--- config.mk ---
export PLATFORM = sky130hd
export DESIGN_NAME = flash_read_ctrl
export DESIGN_NICKNAME = d
export VERILOG_FILES = /design/src/boot_pkg.sv /design/src/flash_read_ctrl.sv
export SDC_FILE = /design/constraint.sdc
export NUM_CORES = 1
export LEC_CHECK = 0
export ABC_AREA = 1
export BUFFER_PORTS_ARGS = -buffer_cell sky130_fd_sc_hd__buf_2
export CORE_MARGIN = 5
export CORE_UTILIZATION = 55
export CTS_BUF_LIST = sky130_fd_sc_hd__clkbuf_8
export DETAILED_ROUTE_END_ITERATION = 10
export PLACE_DENSITY = 0.9
export SKIP_CTS_REPAIR_TIMING = 1
export SLEW_MARGIN = 10
export SYNTH_ARGS = -nofsm -noshare
export SYNTH_HDL_FRONTEND = slang
export SYNTH_SLANG_ARGS = --single-unit
--- constraint.sdc ---
create_clock -name sys_clk -period 2.8 [get_ports sys_clk]
set_input_delay 0.56 -clock sys_clk [delete_from_list [all_inputs] [get_ports sys_clk]]
set_output_delay 0.56 -clock sys_clk [all_outputs]
set_load 0.01 [all_outputs]
--- src/boot_pkg.sv ---
`default_nettype none

package boot_pkg;

	//////////////////////////////////////////////////////////////////////
	// Flash geometry and header layout
	//////////////////////////////////////////////////////////////////////

	localparam int FLASH_AW = 25;
	localparam int LEN_W = 24;

	localparam logic [FLASH_AW-1:0] HEADER_ADDR = 25'h420;

	// Three descriptors of length and address, then the header CRC
	localparam logic [LEN_W-1:0] HEADER_LEN = 24'd28;

	// Register value after a good message followed by its own CRC
	localparam logic [31:0] CRC_RESIDUE = 32'hDEBB20E3;

	//////////////////////////////////////////////////////////////////////
	// Transfer records
	//////////////////////////////////////////////////////////////////////

	typedef struct packed {
		logic [FLASH_AW-1:0] addr;
		logic [LEN_W-1:0] len;
	} flash_req_t;

	typedef struct packed {
		logic [7:0] data;
		logic last;
	} byte_beat_t;

	// Segment 0 sits in the low bits
	typedef struct packed {
		logic [LEN_W-1:0] len2;
		logic [LEN_W-1:0] len1;
		logic [LEN_W-1:0] len0;
	} seg_info_t;

	//////////////////////////////////////////////////////////////////////
	// Codes and states
	//////////////////////////////////////////////////////////////////////

	typedef enum logic [1:0] {
		ERR_NONE = 2'd0,
		ERR_HDR_CRC = 2'd1,
		ERR_SEG_CRC = 2'd2,
		ERR_SIZE = 2'd3
	} load_err_e;

	typedef enum logic [2:0] {
		IDLE = 3'd0,
		HEADER = 3'd1,
		SEG0 = 3'd2,
		SEG1 = 3'd3,
		SEG2 = 3'd4,
		FINISH = 3'd5
	} xfer_state_e;

endpackage

`default_nettype wire
--- src/flash_read_ctrl.sv ---
`timescale 1ns/1ps
`default_nettype none

module flash_read_ctrl (
	input wire sys_clk,
	input wire glbl_rst_n,
	input wire boot_pkg::flash_req_t req,
	input wire req_valid,
	output logic req_ready,
	output logic flash_rd_valid,
	output logic [boot_pkg::FLASH_AW-1:0] flash_rd_addr,
	input wire flash_rd_ready,
	input wire [7:0] flash_rd_data,
	output boot_pkg::byte_beat_t beat,
	output logic beat_valid
);

	logic busy;
	logic [boot_pkg::LEN_W-1:0] remain;
	logic rd_fire;
	logic rd_pend;
	logic rd_last_pend;

	assign req_ready = !busy;
	assign rd_fire = flash_rd_valid && flash_rd_ready;

	//////////////////////////////////////////////////////////////////////
	// Read issue
	//////////////////////////////////////////////////////////////////////

	always_ff @(posedge sys_clk)
	begin
		if (!glbl_rst_n)
		begin
			busy <= 1'b0;
			flash_rd_valid <= 1'b0;
			rd_pend <= 1'b0;
			rd_last_pend <= 1'b0;
		end
		else
		begin
			rd_pend <= rd_fire;
			rd_last_pend <= rd_fire && (remain == 1);
			if (req_valid && req_ready)
			begin
				busy <= 1'b1;
				flash_rd_valid <= 1'b1;
			end
			else if (rd_fire && (remain == 1))
				flash_rd_valid <= 1'b0;
			// Free again once the final byte is out
			if (rd_pend && rd_last_pend)
				busy <= 1'b0;
		end
	end

	always_ff @(posedge sys_clk)
	begin
		if (req_valid && req_ready)
		begin
			flash_rd_addr <= req.addr;
			remain <= req.len;
		end
		else if (rd_fire)
		begin
			flash_rd_addr <= flash_rd_addr + 1'b1;
			remain <= remain - 1'b1;
		end
	end

	//////////////////////////////////////////////////////////////////////
	// Returned bytes
	//////////////////////////////////////////////////////////////////////

	// Flash data is valid the cycle after its read was taken
	assign beat_valid = rd_pend;
	assign beat = '{data: flash_rd_data, last: rd_last_pend};

	// Stalled read keeps its address
	a_addr_hold: assert property (@(posedge sys_clk) disable iff (!glbl_rst_n)
		flash_rd_valid && !flash_rd_ready |=> flash_rd_valid && $stable(flash_rd_addr));

	// Sequencer waits for the previous request to drain
	a_no_req_busy: assert property (@(posedge sys_clk) disable iff (!glbl_rst_n)
		busy |-> !req_valid);

endmodule

`default_nettype wire

==> results.py <==
metrics = {
    "run_status": {
        "status": "finished clean",
    },
    "timing": {
        "finalSetupViolCount": 0,
        "fmax_mhz": 564.8,
        "fin_tns_setup_ns": 0,
        "rsz0062_at_grt": "false",
        "fin_crit_ns": 1.771,
        "fin_skew_ns": 0.009531,
        "timing.hold.ws_ns": 0.4802,
        "worst_pin_slew_ns": 0.6507,
        "relSlewSlack_pct": 56.62,
        "hold_viol_final": 0,
        "slew_violations": 0,
        "finalCritPeriodShare_pct": 63.24,
    },
    "synthesis": {
        "ys_ff_latch": 53,
        "ys_seq_area_share_pct": 43.60,
        "synth_cell_type_count": 30,
        "syn_nets": 531,
        "synth_warnings": 0,
        "syn_avg_cell_area_um2": 7.620,
        "syn_area_um2": 3558,
        "netlist_instances": 467,
    },
    "worst_setup_path": {
        "worstPathMaxFanout": 7,
        "crit_slowest_cell": "edfxtp_1",
        "cp-start-kind": "flop",
        "end_kind": "flop",
        "crit_top_cell": "nand2_1",
        "reg2reg_setup_slack_ns": 1.03,
        "r2r_cells": 8,
        "cp-endpoint": "remain[16]",
        "cp.arrival_ns": 1.86,
        "r2r_start": "remain[0]",
        "critPathKind": "reg -> reg",
        "cp.required_ns": 2.88,
        "crit_chain": "inv_1 > ha_1 > nand2_1 > nor2_4 > nand2_2 > xnor2_1 > nand2_1 > nand2_1",
        "worstSetupStartpoint": "remain[0]",
        "cpPeakStageDelay_ns": 0.41,
        "r2r_end": "remain[16]",
    },
    "floorplanning": {
        "core_um2": 6314,
        "die_w_um": 90.44,
        "ios": 98,
        "rows": 29,
        "dieArea_um2": 8178,
        "start_util_pct": 56.36,
        "die_h_um": 90.44,
    },
    "final_layout": {
        "stdcell_count": 618,
        "fillCellCount": 565,
        "final_nets": 604,
        "multi_input_area_um2": 1772,
        "syn_to_final_growth_pct": 15.19,
        "ff_latch_area_um2": 1551,
        "drive_gt1_share_pct": 23.66,
        "diodes": 0,
        "final_area_um2": 4099,
    },
    "power": {
        "combPwrFrac_pct": 20.0,
        "max-vdd-ir-drop_v": 0.0003131,
        "power_density_nw_per_um2": 496.4,
        "internal_power_mw": 1.426,
        "leakage_nw": 1.777,
        "p_sw_share_pct": 29.94,
        "clkPwrFrac_pct": 27.6,
        "switchingPower_mw": 0.6093,
        "pwr-share-seq_pct": 52.4,
    },
    "detailed_routing": {
        "avgViaCountPerCell": 5.277,
        "ant_nets": 0,
        "wl_per_cell_um": 13.71,
        "drt_iter0_drc": 229,
        "vias": 3261,
        "dr.pass1.iters": 5,
        "drc_errors": 0,
        "wl_um": 8474,
    },
    "job": {
        "maxCapViolCount": 0,
    },
    "cts": {
        "numCtsBuffers": 5,
        "cts_max_level": 2,
        "clock_path_buffers": 2,
        "insertion_delay_ns": 0.32,
        "cts-root-buf": "clkbuf_8",
        "cts_tree": "built",
        "clkTransAtPathRegs_ns": 0.10,
        "cts.sinks": 53,
    },
    "placement": {
        "dp_hpwl_um": 6290,
        "gp_congestion": 0.9225,
        "placed_area_um2": 3979,
        "dp_cells": 610,
        "port_buffers": 81,
    },
    "grt": {
        "grt_start_max_net_pins": 55,
        "grt_pass1_wl_um": 14460,
        "track_usage_pct": 20.85,
        "grt-ovfl-total": 0,
        "antenna_found_initial": 0,
        "first_global_vias": 3285,
    },
    "worst_hold_path": {
        "hp-class": "reg -> reg",
    },
}
-- through the flow --
stage | setup WS (ns) | util [%] | power (mW)
finish | 1.029 | 64.92 | 2.035
detailed placement | 1.023 | 63.02 | 1.489
CTS | 1.032 | 64.92 | 2.038
floorplan | 0.3072 | - | 1.349
global route | 0.8621 | 64.92 | 2.138
global placement | 1.049 | 63.02 | 1.471
-- power groups by stage --
stage / Clock, mW / Combinational, mW / Sequential, mW
floorplan: 0 / 0.266 / 1.08
global placement: 0 / 0.393 / 1.08
detailed placement: 0 / 0.408 / 1.08
CTS: 0.563 / 0.410 / 1.06
global route: 0.596 / 0.463 / 1.08
finish: 0.561 / 0.407 / 1.07
-- registers in the layout, indices dropped and copies added (netlist names) --
signal          count
flash_rd_addr      25
beat_valid          1
flash_rd_valid      1
rd_last_pend        1
remain             24
busy                1
-- area by class of cell --
type / instances / area share, %
Clock buffer: 6 / 2.015
Inverter: 35 / 3.205
Tap cell: 77 / 2.350
Sequential cell: 53 / 37.85
Timing Repair Buffer: 84 / 10.44
Clock inverter: 2 / 0.9158
Multi-Input combinational cell: 361 / 43.22
-- critical path, delay by kind of cell (launching register included) --
family                     cells  cell delay, ns
and+or+nand+nor                5            0.62
xor gates and xnor gates       1            0.13
adders and majority gates      1            0.27
buffers and inverters          1            0.11
DFF                            1            0.41
-- logic make-up after synthesis --
logic type,Yosys count,share of synthesized area (%)
buffers and inverters,53,6.681
adder cells (fa/ha/maj),3,1.055
XOR/XNOR,17,4.184
flip-flops,53,43.60
AND/OR/NAND/NOR,305,38.64
AO/OA/AOI/OAI,36,5.837
-- cells in the final DEF, fill, tap and decap left out, types with 2 or more instances in the layout --
master    instances
nand3b_1          3
clkbuf_8          6
buf_2            81
and2_1            2
nand3_1          36
xor2_1            9
nand2_2          10
o21ai_0          11
nand2_1         161
o21ai_1           8
nor2_2            9
xnor2_1           8
nand3_2           2
edfxtp_1         49
inv_1            31
nor2_4           10
dfxtp_1           4
nand4_1           9
a21oi_1           2
nor2_1           60
buf_4             3
inv_2             3
ha_1              3
a31oi_1           9
o21bai_1          5
-- synthesized netlist by cell type (all sizes together) --
library cell	instances	share of area, %
o21bai	5	1.1
ha	3	1.1
dfxtp	4	2.3
and2	2	0.35
o21ai	19	2.7
buf	13	2.5
nand4	9	1.6
nand2	172	19
nor3b	1	0.21
a31oi	9	1.6
xor2	9	2.2
or2	1	0.18
edfxtp	49	41
inv	34	3.6
nand3b	3	0.63
nand3	38	5.6
clkbuf	5	0.53
xnor2	8	2.0
nor2	79	11
clkinv	1	0.11
a21oi	2	0.28
a221oi	1	0.25
-- how the worst min path moves through the flow --
stage / from / end / slack [ns] / cells past startpoint
6_report: rd_last_pend / busy / 0.48 / 1
5_1_grt: rd_last_pend / busy / 0.49 / 1
4_1_cts: rd_last_pend / busy / 0.47 / 1
3_5_place_dp: beat_valid / busy / 0.47 / 1
3_3_place_gp: rd_last_pend / busy / 0.43 / 1
2_1_floorplan: rd_last_pend / busy / 0.43 / 1
-- per-layer routing --
metal | wire length [um] | GRT usage, % | part of all wire, % | vias up
met2 | 4275 | 38.29 | 50 | 102
met5 | 0 | 0 | 0 | -
met3 | 540 | 4.417 | 6.4 | 13
met1 | 3509 | 23.87 | 41 | 1482
met4 | 149 | 6.824 | 1.8 | 0
li1 | - | - | - | 1664
Power figures use the tool's default switching activity.
