**src/boot_pkg.sv**
```systemverilog
`default_nettype none

package boot_pkg;

	//////////////////////////////////////////////////////////////////////
	// Flash geometry and header layout
	//////////////////////////////////////////////////////////////////////

	localparam int FLASH_AW = 25;
	localparam int LEN_W = 24;

	localparam logic [FLASH_AW-1:0] HEADER_ADDR = 25'h420;

	// Three descriptors of length and address, then the header CRC
	localparam logic [LEN_W-1:0] HEADER_LEN = 24'd28;

	// Register value after a good message followed by its own CRC
	localparam logic [31:0] CRC_RESIDUE = 32'hDEBB20E3;

	//////////////////////////////////////////////////////////////////////
	// Transfer records
	//////////////////////////////////////////////////////////////////////

	typedef struct packed {
		logic [FLASH_AW-1:0] addr;
		logic [LEN_W-1:0] len;
	} flash_req_t;

	typedef struct packed {
		logic [7:0] data;
		logic last;
	} byte_beat_t;

	// Segment 0 sits in the low bits
	typedef struct packed {
		logic [LEN_W-1:0] len2;
		logic [LEN_W-1:0] len1;
		logic [LEN_W-1:0] len0;
	} seg_info_t;

	//////////////////////////////////////////////////////////////////////
	// Codes and states
	//////////////////////////////////////////////////////////////////////

	typedef enum logic [1:0] {
		ERR_NONE = 2'd0,
		ERR_HDR_CRC = 2'd1,
		ERR_SEG_CRC = 2'd2,
		ERR_SIZE = 2'd3
	} load_err_e;

	typedef enum logic [2:0] {
		IDLE = 3'd0,
		HEADER = 3'd1,
		SEG0 = 3'd2,
		SEG1 = 3'd3,
		SEG2 = 3'd4,
		FINISH = 3'd5
	} xfer_state_e;

endpackage

`default_nettype wire
```
**src/boot_load_xfer.sv**
```systemverilog
`timescale 1ns/1ps
`default_nettype none

module boot_load_xfer #(
	parameter int RAM_AW = 10
) (
	input wire sys_clk,
	input wire glbl_rst_n,
	input wire start,
	input wire req_ready,
	input wire boot_pkg::byte_beat_t beat,
	input wire beat_valid,
	input wire crc_chk,
	input wire crc_ok,
	output boot_pkg::flash_req_t req,
	output logic req_valid,
	output logic crc_init,
	output logic ram_we,
	output logic [RAM_AW-1:0] ram_waddr,
	output logic [7:0] ram_wdata,
	output logic done,
	output logic error,
	output boot_pkg::load_err_e err_code,
	output boot_pkg::seg_info_t seg_info
);

	localparam logic [33:0] RAM_SIZE = 34'd1 << RAM_AW;

	boot_pkg::xfer_state_e state;
	boot_pkg::xfer_state_e next_seg;
	logic [223:0] hdr_sr;
	logic launch;
	logic in_seg;
	logic [boot_pkg::LEN_W-1:0] seg_cnt;
	logic [RAM_AW:0] wr_ptr;
	logic [31:0] len_raw [3];
	logic [boot_pkg::FLASH_AW-1:0] seg_addr [3];
	logic [33:0] len_sum;
	logic [boot_pkg::LEN_W-1:0] cur_len;
	logic [boot_pkg::FLASH_AW-1:0] cur_addr;

	//////////////////////////////////////////////////////////////////////
	// Header fields
	//////////////////////////////////////////////////////////////////////

	// Byte 0 ends up in the low bits
	always_ff @(posedge sys_clk)
	begin
		if (state == boot_pkg::HEADER && beat_valid)
			hdr_sr <= {beat.data, hdr_sr[223:8]};
	end

	always_comb
	begin
		for (int k = 0; k < 3; k++)
		begin
			len_raw[k] = hdr_sr[64*k +: 32];
			seg_addr[k] = hdr_sr[64*k+32 +: boot_pkg::FLASH_AW];
		end
	end

	// Full 32-bit lengths, so stray upper bytes also fail the size check
	assign len_sum = {2'b00, len_raw[0]} + {2'b00, len_raw[1]} + {2'b00, len_raw[2]};

	always_comb
	begin
		cur_len = len_raw[0][boot_pkg::LEN_W-1:0];
		cur_addr = seg_addr[0];
		next_seg = boot_pkg::SEG1;
		in_seg = 1'b1;
		case (state)
			boot_pkg::SEG0:
				in_seg = 1'b1;
			boot_pkg::SEG1:
			begin
				cur_len = len_raw[1][boot_pkg::LEN_W-1:0];
				cur_addr = seg_addr[1];
				next_seg = boot_pkg::SEG2;
			end
			boot_pkg::SEG2:
			begin
				cur_len = len_raw[2][boot_pkg::LEN_W-1:0];
				cur_addr = seg_addr[2];
				next_seg = boot_pkg::FINISH;
			end
			default:
				in_seg = 1'b0;
		endcase
	end

	// Data bytes go to RAM, the trailing CRC bytes do not
	assign ram_we = beat_valid && in_seg && !launch && (seg_cnt < cur_len);
	assign ram_waddr = wr_ptr[RAM_AW-1:0];
	assign ram_wdata = beat.data;

	always_ff @(posedge sys_clk)
	begin
		if (state == boot_pkg::IDLE && start)
			req <= '{addr: boot_pkg::HEADER_ADDR, len: boot_pkg::HEADER_LEN};
		else if (in_seg && launch)
			req <= '{addr: cur_addr, len: cur_len + 24'd4};
	end

	//////////////////////////////////////////////////////////////////////
	// Sequencer
	//////////////////////////////////////////////////////////////////////

	always_ff @(posedge sys_clk)
	begin
		if (!glbl_rst_n)
		begin
			state <= boot_pkg::IDLE;
			req_valid <= 1'b0;
			crc_init <= 1'b0;
			done <= 1'b0;
			error <= 1'b0;
			err_code <= boot_pkg::ERR_NONE;
			seg_info <= '0;
			launch <= 1'b0;
			seg_cnt <= '0;
			wr_ptr <= '0;
		end
		else
		begin
			crc_init <= 1'b0;
			done <= 1'b0;
			error <= 1'b0;
			if (req_valid && req_ready)
				req_valid <= 1'b0;
			if (ram_we)
				wr_ptr <= wr_ptr + 1'b1;
			if (beat_valid && in_seg)
				seg_cnt <= seg_cnt + 1'b1;
			case (state)
				boot_pkg::IDLE:
					if (start)
					begin
						req_valid <= 1'b1;
						crc_init <= 1'b1;
						err_code <= boot_pkg::ERR_NONE;
						seg_info <= '0;
						wr_ptr <= '0;
						state <= boot_pkg::HEADER;
					end
				boot_pkg::HEADER:
					if (crc_chk)
					begin
						if (!crc_ok)
						begin
							error <= 1'b1;
							err_code <= boot_pkg::ERR_HDR_CRC;
							state <= boot_pkg::IDLE;
						end
						else if (len_sum > RAM_SIZE)
						begin
							error <= 1'b1;
							err_code <= boot_pkg::ERR_SIZE;
							state <= boot_pkg::IDLE;
						end
						else
						begin
							launch <= 1'b1;
							state <= boot_pkg::SEG0;
						end
					end
				boot_pkg::SEG0, boot_pkg::SEG1, boot_pkg::SEG2:
					if (launch)
					begin
						// Empty segment is skipped without a flash read
						if (cur_len == 0)
							state <= next_seg;
						else
						begin
							launch <= 1'b0;
							req_valid <= 1'b1;
							crc_init <= 1'b1;
							seg_cnt <= '0;
						end
					end
					else if (crc_chk)
					begin
						if (!crc_ok)
						begin
							error <= 1'b1;
							err_code <= boot_pkg::ERR_SEG_CRC;
							state <= boot_pkg::IDLE;
						end
						else
						begin
							launch <= 1'b1;
							state <= next_seg;
						end
					end
				boot_pkg::FINISH:
				begin
					done <= 1'b1;
					seg_info <= '{len2: len_raw[2][boot_pkg::LEN_W-1:0],
						len1: len_raw[1][boot_pkg::LEN_W-1:0],
						len0: len_raw[0][boot_pkg::LEN_W-1:0]};
					state <= boot_pkg::IDLE;
				end
				default:
					state <= boot_pkg::IDLE;
			endcase
		end
	end

	// Size check keeps the write pointer inside the RAM
	a_waddr_range: assert property (@(posedge sys_clk) disable iff (!glbl_rst_n)
		ram_we |-> !wr_ptr[RAM_AW]);

endmodule

`default_nettype wire

```
**config.mk**
```make
export PLATFORM = sky130hd
export DESIGN_NAME = boot_load_xfer
export DESIGN_NICKNAME = d
export VERILOG_FILES = /design/src/boot_pkg.sv /design/src/boot_load_xfer.sv
export SDC_FILE = /design/constraint.sdc
export NUM_CORES = 1
export LEC_CHECK = 0
export ABC_AREA = 0
export BUFFER_PORTS_ARGS = -buffer_cell sky130_fd_sc_hd__buf_4
export CAP_MARGIN = 30
export CELL_PAD_IN_SITES_DETAIL_PLACEMENT = 0
export CELL_PAD_IN_SITES_GLOBAL_PLACEMENT = 2
export CORE_ASPECT_RATIO = 1.4
export CORE_MARGIN = 4
export CORE_UTILIZATION = 43
export CTS_CLUSTER_DIAMETER = 60
export DETAILED_ROUTE_END_ITERATION = 12
export PLACE_DENSITY_LB_ADDON = 0.1
export SYNTH_ARGS = -nofsm -noshare
export SYNTH_HDL_FRONTEND = slang
export SYNTH_SLANG_ARGS = --single-unit
```
**constraint.sdc**
```tcl
create_clock -name sys_clk -period 30.6 [get_ports sys_clk]
set_input_delay 3.06 -clock sys_clk [delete_from_list [all_inputs] [get_ports sys_clk]]
set_output_delay 3.06 -clock sys_clk [all_outputs]
set_load 0.03 [all_outputs]
```
==> results.toml <==
[status]
status = "finished, final reports clean"

[finish]
nNetsFinal = 1772
drive_gt1_share_pct = 16.1
area_growth_pct = 17.3
fill_cells = 3631
design_area_mm2 = 0.0209

[flow_run]
maxCapViolCount = 0

[clocking]
ctsHtreeMaxLevel = 2
cts_resized = 0
cts_setup_buffers = 0
clock_latency_ns = 0.56
cts_tree = "yes"
path_clk_slew_ns = 0.06
cts_hold_buf = 0
cts_root_buffer = "clkbuf_16"
clock-sinks = 389
clockBufferDepth = 3
numCtsBuffers = 41

[logic_synthesis]
synth_edf_count = 224
synthSimpleGateAreaFrac_pct = 12.2
ys_ff_latch = 389
synth_warnings = 0
synthAdderAreaFrac_pct = 7.83
netlist.area_leader.share_pct = 37.7
ys.flop_type = "edfxtp_1"
synth_xor_xnor_area_share_pct = 3.00
syn_area_per_cell_um2 = 11.6
yosys.cell_types.count = 83
yosysSeqAreaShare_pct = 56.2
synth_top_family_by_area = "compound AO/OA/AOI/OAI gates"
syn-num-nets = 1643
synth_compound_area_share_pct = 17.2
synth_top_area_cell = "edfxtp_1"
synth_mux_area_share_pct = 0.624
async_flop_share_pct = 0
synthCells = 1536
synth_area_leaders = "edfxtp_1 38%, dfxtp_1 19%, ha_1 4.1%"
netlist_area_mm2 = 0.0178

[placed_design]
io_buffers = 160
post-place-ws_ns = 22.99
dpl_cell_area_mm2 = 0.0195
gp_congestion = 0.902
dp_hpwl_um = 38900

[power]
p_switching_uw = 339
netSwitchingFraction_pct = 26.9
power_density_mw_per_mm2 = 60.3
combPwrFrac_pct = 13.3
p_clk_share_pct = 39.8
pwr-share-seq_pct = 46.9
p_leak_uw = 0.00771
p_total_uw = 1260
peakVddDrop_uv = 49.1
power.internal_uw = 921

[sta]
max_slew.worst_pin.slew_ns = 0.894
fmax_ghz = 0.132
rsz0062_at_grt = "false"
drv_slew = 0
period_needed_ns = 7.55
finClkSkew_ns = 0.0378
hold_violations = 0
relSlewSlack_pct = 40.4
finalSetupViolCount = 0
timing.final.ws_setup_ns = 23.05
min_period_over_period_pct = 24.7
fin_tns_setup_ns = 0

[detailed_routing]
vias = 12600
drtAntennaViolNets = 0
dr.pass1.iters = 5
drtIter0Drc = 665
wirelength_um = 53500
via_per_inst = 5.61
drc = 0
post_drt_wl_per_cell_um = 23.9

[floorplan]
pin_count = 162
dieWidth_um = 180
initial_utilization_pct = 43.4
coreArea_mm2 = 0.0411
std_cell_rows = 88
die_area_mm2 = 0.0448
dieHeight_um = 249

[setup_path]
path_class = "primary input to output port"
critPathLaunchType = "primary input"
critical_path_required_ns = 27.54
cp_cell_sequence = "buf_4 > inv_1 > a21oi_2 > o2111ai_1 > a21oi_1 > o21ai_1 > buf_4 > inv_1 > buf_4"
end_kind = "output port"
max_stage_delay_ns = 0.36
crit_arrival_ns = 4.49
cpMostUsedCell = "buf_4"
crit_fanout = 13
critPathSlowestCell = "a21oi_2"

[global_routing]
grt-ovfl-total = 0
grt_usage_pct = 23.2
antenna_found_initial = 2
grt_max_degree = 139
grt_pass1_vias = 12600
grt_pass1_wl_um = 80000

[min_path]
hold_path_class = "register to register"
-- cell usage after synthesis (all sizes together) (6+ instances only) --
cell    number
a211oi      24
a21o        20
a21oi      104
a22o        75
a22oi       26
a31oi        7
and2         9
and3         9
buf         28
clkbuf      68
dfxtp      165
edfxtp     224
fa          33
ha          58
inv         27
mux2i       10
nand2       82
nand2b       6
nand3       30
nand4       26
nor2       102
nor2b       49
nor3        45
nor3b       23
nor4         9
o211ai       9
o21a         7
o21ai      105
o311ai      19
or3         10
xnor2       33
xor2        28
-- registers in the layout (all words and copies together) (netlist names) --
name / flops
hdr_sr: 224
req_valid: 1
done: 1
req: 49
seg_cnt: 24
crc_init: 1
err_code: 2
seg_info: 72
state: 3
launch: 1
error: 1
wr_ptr: 10
-- worst paths after layout --
| path | slack (ns) | cells past startpoint | to | start |
|---|---|---|---|---|
| worst max-delay path | 23.05 | 9 | ram_we | beat_valid |
| worst min-delay path | 0.42 | 0 | hdr_sr[181] | hdr_sr[189] |
| worst max register to register | 25.66 | 14 | error | hdr_sr[64] |
| worst min register to register | 0.42 | 0 | hdr_sr[181] | hdr_sr[189] |
-- power groups by stage --
stage	clock network, uW	registers (uW)	logic [uW]
5_1_grt	536	594	183
4_1_cts	513	592	167
3_3_place_gp	0	603	166
6_report	501	592	167
3_5_place_dp	0	603	167
2_1_floorplan	0	607	111
-- layout by cell type (no fill, tap or decap), drive strengths merged, types with 19 or more instances in the layout --
cell	netlist	routed
nor3	45	45
clkbuf	68	58
a22oi	26	26
buf	28	182
xnor2	33	33
dfxtp	165	165
nand3	30	30
o21ai	105	105
a22o	75	75
inv	27	28
a21o	20	20
nand4	26	26
fa	33	33
a211oi	24	24
ha	58	58
nor2b	49	49
edfxtp	224	224
a21oi	104	104
nand2	82	82
o311ai	19	19
xor2	28	28
nor3b	23	23
nor2	102	102
-- through the flow --
| step | utilization, % | cells | hold slack [ns] |
|---|---|---|---|
| CTS | 50.9 | 2237 | 0.420 |
| global route | 50.9 | 2238 | 0.421 |
| detailed placement | 47.5 | 2161 | 0.405 |
| floorplan | - | 1536 | 0.400 |
| global placement | 47.4 | 2159 | 0.402 |
| finish | 50.9 | 2241 | 0.416 |
-- logic make-up (layout without fill, tap and decap cells) --
logic type | Yosys count | count (layout)
multiplexers | 11 | 11
flip-flops | 389 | 389
buffers and inverters | 123 | 285
AO/OA/AOI/OAI | 441 | 441
other | 0 | 3
XOR/XNOR | 61 | 61
adder cells (fa/ha/maj) | 92 | 92
AND/OR/NAND/NOR | 419 | 419
-- critical path: cells and delay by family --
family	cells	cell delay (ns)
buffers and inverters	5	0.60
AO/OA/AOI/OAI	4	0.83
-- final cells by class --
cell class | count | area, um^2 | area share (%)
Clock buffer | 58 | 1180 | 5.66
Timing Repair Buffer | 182 | 1420 | 6.77
Multi-Input combinational cell | 1024 | 7320 | 35.0
Antenna cell | 3 | 7.51 | 0.0359
Sequential cell | 389 | 10000 | 48.0
Inverter | 27 | 101 | 0.484
Tap cell | 540 | 676 | 3.23
Clock inverter | 18 | 181 | 0.867
-- per-layer routing --
layer | up-vias | wire [um] | track usage, %
li1 | 6036 | - | -
met1 | 6142 | 20700 | 27.0
met4 | 0 | 2260 | 8.88
met5 | - | 0 | 0
met2 | 315 | 28500 | 43.2
met3 | 85 | 2040 | 3.17
No activity file was read; power rests on OpenSTA's default activity.
