### src/boot_pkg.sv
`default_nettype none

package boot_pkg;

	//////////////////////////////////////////////////////////////////////
	// Flash geometry and header layout
	//////////////////////////////////////////////////////////////////////

	localparam int FLASH_AW = 25;
	localparam int LEN_W = 24;

	localparam logic [FLASH_AW-1:0] HEADER_ADDR = 25'h420;

	// Three descriptors of length and address, then the header CRC
	localparam logic [LEN_W-1:0] HEADER_LEN = 24'd28;

	// Register value after a good message followed by its own CRC
	localparam logic [31:0] CRC_RESIDUE = 32'hDEBB20E3;

	//////////////////////////////////////////////////////////////////////
	// Transfer records
	//////////////////////////////////////////////////////////////////////

	typedef struct packed {
		logic [FLASH_AW-1:0] addr;
		logic [LEN_W-1:0] len;
	} flash_req_t;

	typedef struct packed {
		logic [7:0] data;
		logic last;
	} byte_beat_t;

	// Segment 0 sits in the low bits
	typedef struct packed {
		logic [LEN_W-1:0] len2;
		logic [LEN_W-1:0] len1;
		logic [LEN_W-1:0] len0;
	} seg_info_t;

	//////////////////////////////////////////////////////////////////////
	// Codes and states
	//////////////////////////////////////////////////////////////////////

	typedef enum logic [1:0] {
		ERR_NONE = 2'd0,
		ERR_HDR_CRC = 2'd1,
		ERR_SEG_CRC = 2'd2,
		ERR_SIZE = 2'd3
	} load_err_e;

	typedef enum logic [2:0] {
		IDLE = 3'd0,
		HEADER = 3'd1,
		SEG0 = 3'd2,
		SEG1 = 3'd3,
		SEG2 = 3'd4,
		FINISH = 3'd5
	} xfer_state_e;

endpackage

`default_nettype wire
### src/crc32_byte.sv
`timescale 1ns/1ps
`default_nettype none

module crc32_byte (
	input wire sys_clk,
	input wire glbl_rst_n,
	input wire crc_init,
	input wire boot_pkg::byte_beat_t beat,
	input wire beat_valid,
	output logic crc_chk,
	output logic crc_ok
);

	localparam logic [31:0] CRC_POLY = 32'hEDB88320;

	logic [31:0] crc_q;
	logic [31:0] crc_next;

	// Reflected update, LSB of the byte first
	function automatic logic [31:0] crc_step(input logic [31:0] crc, input logic [7:0] data);
		logic [31:0] c;
		c = crc ^ {24'd0, data};
		for (int i = 0; i < 8; i++)
			c = c[0] ? ((c >> 1) ^ CRC_POLY) : (c >> 1);
		return c;
	endfunction

	assign crc_next = crc_step(crc_q, beat.data);

	always_ff @(posedge sys_clk)
	begin
		if (!glbl_rst_n)
		begin
			crc_q <= '1;
			crc_chk <= 1'b0;
			crc_ok <= 1'b0;
		end
		else
		begin
			crc_chk <= beat_valid && beat.last;
			if (beat_valid && beat.last)
				crc_ok <= (crc_next == boot_pkg::CRC_RESIDUE);
			if (crc_init)
				crc_q <= '1;
			else if (beat_valid)
				crc_q <= crc_next;
		end
	end

endmodule

`default_nettype wire

### config.mk
export PLATFORM = sky130hd
export DESIGN_NAME = crc32_byte
export DESIGN_NICKNAME = d
export VERILOG_FILES = /design/src/boot_pkg.sv /design/src/crc32_byte.sv
export SDC_FILE = /design/constraint.sdc
export NUM_CORES = 1
export LEC_CHECK = 0
export BUFFER_PORTS_ARGS = -buffer_cell sky130_fd_sc_hd__clkbuf_2
export CORE_ASPECT_RATIO = 0.9
export CORE_MARGIN = 3
export CORE_UTILIZATION = 34
export CTS_BUF_LIST = sky130_fd_sc_hd__clkbuf_4 sky130_fd_sc_hd__clkbuf_8 sky130_fd_sc_hd__clkbuf_16
export DETAILED_ROUTE_END_ITERATION = 6
export GPL_TIMING_DRIVEN = 0
export REMOVE_ABC_BUFFERS = 1
export SYNTH_ARGS = -nofsm -noshare
export SYNTH_HDL_FRONTEND = slang
export SYNTH_SLANG_ARGS = --single-unit
### constraint.sdc
create_clock -name sys_clk -period 3.1 [get_ports sys_clk]
set_input_delay 0.62 -clock sys_clk [delete_from_list [all_inputs] [get_ports sys_clk]]
set_output_delay 0.62 -clock sys_clk [all_outputs]
set_load 0.005 [all_outputs]
==> results of run 1 <==
worst reg2reg max path, stage by stage, from the launching register on:
cell and delay, ns:
sky130_fd_sc_hd__dfxtp_1 0.33, sky130_fd_sc_hd__xnor2_2 0.72, sky130_fd_sc_hd__xor2_1 0.17, sky130_fd_sc_hd__xnor2_1 0.34, sky130_fd_sc_hd__xor2_1 0.20, sky130_fd_sc_hd__nor4b_1 0.42, sky130_fd_sc_hd__o211ai_1 0.16, sky130_fd_sc_hd__o21ai_1 0.14
worst min-delay path by stage:
stage                                        end  slack (ns)  cells after the start
after floorplan              crc_ok$_SDFFE_PN0P_        0.45                      2
after global placement       crc_ok$_SDFFE_PN0P_        0.46                      2
after detailed placement  crc_q[29]$_SDFFE_PP1P_        0.47                      2
after CTS                    crc_ok$_SDFFE_PN0P_        0.49                      2
after global routing         crc_ok$_SDFFE_PN0P_        0.52                      2
final                        crc_ok$_SDFFE_PN0P_        0.48                      2
logic make-up (layout without fill, tap and decap cells):
logic type	count (synthesis)	after routing	share of synthesized area (%)
simple gates	90	90	18.62
xor+xnor	72	72	36.73
mux	5	5	2.230
flops	34	34	30.32
buf+inv	13	26	2.174
compound gates	38	38	9.364
fa+ha+maj	1	1	0.5573
cell usage after synthesis (2+ instances only):
library cell / count
sky130_fd_sc_hd__and3_1: 5
sky130_fd_sc_hd__nor2b_1: 5
sky130_fd_sc_hd__mux2i_1: 5
sky130_fd_sc_hd__nand2_1: 53
sky130_fd_sc_hd__o21ai_0: 28
sky130_fd_sc_hd__clkbuf_1: 9
sky130_fd_sc_hd__o22ai_1: 2
sky130_fd_sc_hd__nand3_1: 2
sky130_fd_sc_hd__xor2_1: 18
sky130_fd_sc_hd__xnor2_1: 39
sky130_fd_sc_hd__or2_2: 2
sky130_fd_sc_hd__nor2_1: 10
sky130_fd_sc_hd__o311ai_0: 2
sky130_fd_sc_hd__xnor2_4: 4
sky130_fd_sc_hd__xnor2_2: 7
sky130_fd_sc_hd__dfxtp_1: 34
sky130_fd_sc_hd__nand2b_1: 2
sky130_fd_sc_hd__nor4_1: 2
sky130_fd_sc_hd__inv_1: 2
sky130_fd_sc_hd__a21oi_1: 2
sky130_fd_sc_hd__xor2_4: 2
sky130_fd_sc_hd__nor3_1: 2
cell type report:
class                           instances  area [um2]
Fill cell                             633        3731
Multi-Input combinational cell        206        1525
Sequential cell                        34       680.7
Tap cell                               87       108.9
Timing Repair Buffer                   15       97.59
Clock buffer                            7       90.09
Inverter                                3       11.26
Clock inverter                          1       5.005
layout by cell type, fill, tap and decap left out, types with 2 or more instances in the layout:
cell	synthesis	final
sky130_fd_sc_hd__nand2_1	53	53
sky130_fd_sc_hd__o21ai_0	28	28
sky130_fd_sc_hd__a21oi_1	2	2
sky130_fd_sc_hd__clkbuf_8	0	6
sky130_fd_sc_hd__o22ai_1	2	2
sky130_fd_sc_hd__and3_1	5	5
sky130_fd_sc_hd__xnor2_4	4	4
sky130_fd_sc_hd__o311ai_0	2	2
sky130_fd_sc_hd__nor2_1	10	10
sky130_fd_sc_hd__inv_1	2	2
sky130_fd_sc_hd__nand2b_1	2	2
sky130_fd_sc_hd__xor2_4	2	2
sky130_fd_sc_hd__xnor2_2	7	8
sky130_fd_sc_hd__nor2b_1	5	4
sky130_fd_sc_hd__nand3_1	2	2
sky130_fd_sc_hd__dfxtp_1	34	34
sky130_fd_sc_hd__nor3_1	2	2
sky130_fd_sc_hd__mux2i_1	5	5
sky130_fd_sc_hd__nor4_1	2	2
sky130_fd_sc_hd__clkbuf_2	0	14
sky130_fd_sc_hd__xor2_1	18	18
sky130_fd_sc_hd__or2_2	2	2
sky130_fd_sc_hd__xnor2_1	39	38
registers in the layout, summed over array words and instances, names as in the netlist:
name	flops
crc_q	32
crc_ok	1
crc_chk	1
per-stage QoR:
| step | setup TNS [ns] | power (mW) | utilization [%] | hold WS [ns] |
|---|---|---|---|---|
| after floorplan | 0 | 1.161 | - | 0.4539 |
| after global placement | -0.8456 | 1.309 | 38.18 | 0.4604 |
| after detailed placement | -0.4197 | 1.317 | 38.66 | 0.4735 |
| after CTS | 0 | 1.681 | 40.18 | 0.4888 |
| after global routing | 0 | 1.796 | 40.30 | 0.5225 |
| final | 0 | 1.667 | 40.30 | 0.4802 |
report_power, final:
| group | total (mW) | internal (mW) | leakage (nW) | switching, mW |
|---|---|---|---|---|
| combinational | 0.804 | 0.367 | 0.616 | 0.437 |
| clock | 0.352 | 0.188 | 0.0517 | 0.164 |
| sequential | 0.511 | 0.477 | 0.278 | 0.0337 |
| total | 1.67 | 1.03 | 0.946 | 0.634 |
per-layer routing:
| metal | vias to the layer above | wire length [um] |
|---|---|---|
| li1 | 862 | - |
| met1 | 772 | 2487 |
| met2 | 36 | 2013 |
| met3 | 4 | 219 |
| met4 | 0 | 38 |
| met5 | - | 0 |
==> impl_metrics.ini, run 1 <==
[status]
status = finished, final reports clean

[final_layout]
area_growth_syn_to_layout_pct = 12.21
nets = 279
layout.cell_area.non_filler_mm2 = 0.002519
final_cell_count_no_fill = 353
antenna-diode-count = 0
final_layout_size_suffix_gt1_share_pct = 15.79

[min_path]
worst_hold_path_type = reg2reg
min_from = crc_ok$_SDFFE_PN0P_

[clock_tree]
h_tree_levels = 2
ctsRootBufferMaster = sky130_fd_sc_hd__clkbuf_8
ctsHoldBuffers = 0
clk_transition_reported_paths_ns = 0.07
ctsLongestPathBuffers = 2
cts_post_setup_buffers_inserted = 0
cts_buffers = 5
tritoncts = yes
cts_resized = 0
numClockSinks = 34
insertion_delay_ns = 0.29

[route]
starting_drt_drc_count = 60
detail-route-antenna-nets = 0
detail_route.first_pass.iterations = 4
drt-wirelength-per-cell_um = 13.48
vias_per_cell = 4.742
route.detailed.drc = 0
drt_wl_total_um = 4758
vias = 1674

[synthesis]
top_cell_type_by_total_area_after_synthesis = sky130_fd_sc_hd__dfxtp_1
fraction_of_the_yosys_area_taken_by_sequential_cells_pct = 30.32
number_of_synthesized_flops_with_an_enable_pin = 0
synth.yosys.warnings = 0
avgSynthCellArea_um2 = 8.872
ys_async_sr_fraction_pct = 0
synth.top_cell.area_share_pct = 30.32
synth.top_cells.by_area = sky130_fd_sc_hd__dfxtp_1 30%, sky130_fd_sc_hd__xnor2_1 15%, sky130_fd_sc_hd__nand2_1 8.9%, sky130_fd_sc_hd__xor2_1 7.0%, sky130_fd_sc_hd__o21ai_0 6.2%
synth-seq-cells = 34
synth.cell_area_mm2 = 0.002245
synthesis.instances = 253
primary_flip_flop_cell_chosen_by_synthesis_mapping = sky130_fd_sc_hd__dfxtp_1
synth_cell_types = 38

[placed_design]
globalplace.congestion = 0.8687
dp_worst_setup_slack_ns = -0.2283
dpl.cell_count = 345
placed_area_mm2 = 0.002416
count_of_buffers_inserted_at_the_top_level_ports = 14
dp.final_hpwl_um = 3432

[flow_run]
drv_cap = 0

[timing]
max_freq_ghz = 0.3820
timing_worst_slew_pin_value_ns = 1.004
min_period_ns = 2.618
relSlewSlack_pct = 33.08
worst_slack_ns = 0.4825
timing.clock.skew_ns = 0.004523
hold_violations = 0
layout_worst_path_cycle_share_pct = 84.44
report.final.slew_viol_count = 0
total_of_endpoints_with_negative_setup_slack_in_the_final_report = 0
rsz0062_at_grt = no

[die]
vertical_extent_of_the_die_um = 83.08
placement_rows = 27
i_o_pin_total = 15
floorplan.die_area_mm2 = 0.007614
initial_utilization_pct = 35.92
die_w_um = 91.65
core_mm2 = 0.006250

[global_route]
grt_antenna_before_repair = 0
grt-ovfl-total = 0
grt_first_pass_wirelength_um = 8204
track_usage_pct = 13.52
grt_use_met2_pct = 18.98
grt_met1_usage_pct = 19.94
first_global_vias = 1643
pin_count_of_the_biggest_net_entering_global_routing = 58
busiest_layer = met1
met3_usage_pct = 3.623

[worst_setup_path]
path_delay_family = XOR/XNOR gates
worst_setup_path_end_kind = register
worstReg2RegStart = crc_q[2]$_SDFFE_PP1P_
timing.critical_path.from = beat[3]
critical_path.startpoint_type = input pin
crit_slowest_cell = sky130_fd_sc_hd__xnor2_2
crit_top_cell = sky130_fd_sc_hd__xor2_1
worst-r2r-setup-slack_ns = 0.56
crit_path_max_fanout = 11
setup.worst_path.class = in2reg
worstReg2RegEnd = crc_ok$_SDFFE_PN0P_
cp.depth = 8
critical_path.n_buffers_inverters = 1
destination_of_the_critical_timing_path = crc_ok$_SDFFE_PN0P_
critical_path.cell_chain = clkbuf_2 > xnor2_2 > xor2_1 > xnor2_1 > xor2_1 > nor4b_1 > o211ai_1 > o21ai_1
worst-r2r-cell-count = 7
wp_data_arrival_ns = 2.84
worst_path_required_ns = 3.32
max_stage_delay_ns = 0.69

[power]
power_density_mw_per_mm2 = 661.8
power.ir.vdd_worst_mv = 0.2689
reported_leakage_power_nw = 0.9461
Power figures use the tool's default switching activity.
==> run 2: changes to the inputs <==
==> constraint.sdc (replaced) <==
create_clock -name sys_clk -period 2.33 [get_ports sys_clk]
set_input_delay 0.466 -clock sys_clk [delete_from_list [all_inputs] [get_ports sys_clk]]
set_output_delay 0.466 -clock sys_clk [all_outputs]
set_load 0.005 [all_outputs]
==> run 2 against run 1 <==
Final area is 7.4% higher. Largest cell class unchanged. Worst setup slack got worse by 0.34 ns. Highest routed layer unchanged. Critical endpoint unchanged. Hold slack worse by 0.019 ns.
==> impl_metrics.ini, run 2 (synthesis results as in run 1) <==
[global_route]
grt_first_pass_wirelength_um = 8293
grt-ovfl-total = 0
grt_antenna_before_repair = 0
pin_count_of_the_biggest_net_entering_global_routing = 58
first_global_vias = 1669
track_usage_pct = 13.69

[final_layout]
mostFrequentLayoutCells = 53 x sky130_fd_sc_hd__nand2_1, 34 x sky130_fd_sc_hd__xnor2_1, 34 x sky130_fd_sc_hd__dfxtp_1
mostFrequentLayoutCell = sky130_fd_sc_hd__nand2_1
antenna-diode-count = 0
final_layout_size_suffix_gt1_share_pct = 21.38
layout.cell_area.non_filler_mm2 = 0.002704
max_ffs_per_register = 32
final_cell_count_no_fill = 363
register_with_the_most_flip_flops = crc_q
nets = 289
area_growth_syn_to_layout_pct = 20.46
layout_top_registers = crc_q (32), crc_chk (1), crc_ok (1)

[route]
starting_drt_drc_count = 85
detail-route-antenna-nets = 0
met2WireLength_um = 2118
vias_per_cell = 4.713
route.detailed.drc = 0
drt_wl_total_um = 4910
detail_route.first_pass.iterations = 4
top_layer_used = met4
met3_length_um = 251
met1_length_um = 2501
vias = 1711
drt-wirelength-per-cell_um = 13.53

[timing]
worst_hold_slack_ns = 0.4610
max_freq_ghz = 0.4577
layout_worst_path_cycle_share_pct = 93.77
timing_worst_slew_pin_value_ns = 0.7325
relSlewSlack_pct = 50.95
total_of_endpoints_with_negative_setup_slack_in_the_final_report = 0
min_period_ns = 2.185
report.final.slew_viol_count = 0
hold_violations = 0
worst_slack_ns = 0.1452
timing.clock.skew_ns = 0.003677

[clock_tree]
numClockSinks = 34
ctsLongestPathBuffers = 2
cts_buffers = 5
clk_transition_reported_paths_ns = 0.07
h_tree_levels = 2
tritoncts = yes
ctsRootBufferMaster = sky130_fd_sc_hd__clkbuf_8
insertion_delay_ns = 0.29

[worst_setup_path]
critical_path.startpoint_type = register
setup.worst_path.class = reg2reg
worst_path_required_ns = 2.55
crit_path_max_fanout = 7
worst_setup_path_end_kind = register
wp_data_arrival_ns = 2.41

[placed_design]
dp.final_hpwl_um = 3432
globalplace.congestion = 0.8687
dp_worst_setup_slack_ns = -0.8443
dpl.cell_count = 345
placed_area_mm2 = 0.002416
count_of_buffers_inserted_at_the_top_level_ports = 14

[die]
core_mm2 = 0.006250
i_o_pin_total = 15
vertical_extent_of_the_die_um = 83.08
initial_utilization_pct = 35.92
die_w_um = 91.65
floorplan.die_area_mm2 = 0.007614
placement_rows = 27

[power]
power.ir.vdd_worst_mv = 0.3693
power.total_mw = 2.310
power_density_mw_per_mm2 = 854.3
reported_leakage_power_nw = 1.033

[flow_run]
drv_cap = 0

[min_path]
worst_hold_path_type = in2reg

[status]
status = finished, final reports clean
-- run 2: final timing paths --
kind | from | endpoint | slack [ns] | depth (start not counted)
min reg2reg | crc_ok$_SDFFE_PN0P_ | crc_ok$_SDFFE_PN0P_ | 0.48 | 2
min | glbl_rst_n | crc_ok$_SDFFE_PN0P_ | 0.46 | 3
max | crc_q[6]$_SDFFE_PP1P_ | crc_ok$_SDFFE_PN0P_ | 0.15 | 7
max reg2reg | crc_q[6]$_SDFFE_PP1P_ | crc_ok$_SDFFE_PN0P_ | 0.15 | 7
-- run 2: report_power, final --
group	internal [mW]	total, mW	switching [mW]	leakage [nW]
combinational	0.548	1.16	0.609	0.703
sequential	0.635	0.684	0.0488	0.278
clock	0.250	0.469	0.219	0.0517
total	1.43	2.31	0.877	1.03
-- run 2: what timing repair did --
item,4_1_cts,5_1_grt
setup endpoints to repair,10,1
gates resized for setup,4,9
setup buffers,4,6
endpoints found under the hold margin,0,0
pin swaps,2,2
hold buffers,0,0
gates cloned,0,0
-- run 2: stage by stage --
stage / setup TNS [ns] / utilization (%)
floorplan: -0.02639 / -
global placement: -14.24 / 38.18
detailed placement: -5.528 / 38.66
CTS: 0 / 41.38
global route: -0.02476 / 43.26
finish: 0 / 43.26
-- run 2: critical path, stage by stage, from the launching register on --
cell,delay (ns)
sky130_fd_sc_hd__dfxtp_1,0.36
sky130_fd_sc_hd__xnor2_4,0.30
sky130_fd_sc_hd__xor2_4,0.35
sky130_fd_sc_hd__xnor2_1,0.21
sky130_fd_sc_hd__xnor2_1,0.30
sky130_fd_sc_hd__nor4b_2,0.32
sky130_fd_sc_hd__o211ai_1,0.14
sky130_fd_sc_hd__o21ai_1,0.14
-- run 2: layout make-up --
cell class,instances,area [um2]
fillers,612,3546
multi-input cells,206,1620
flip-flops and latches,34,680.7
repair buffers,25,187.7
well taps,87,108.9
clock buffers,7,90.09
inverters,3,11.26
clock inverters,1,5.005
-- run 2: metal layers --
layer	vias up	GRT usage, %
met3	4	3.623
met4	0	4.110
met5	-	0
met1	796	20.23
met2	31	19.24
li1	880	-
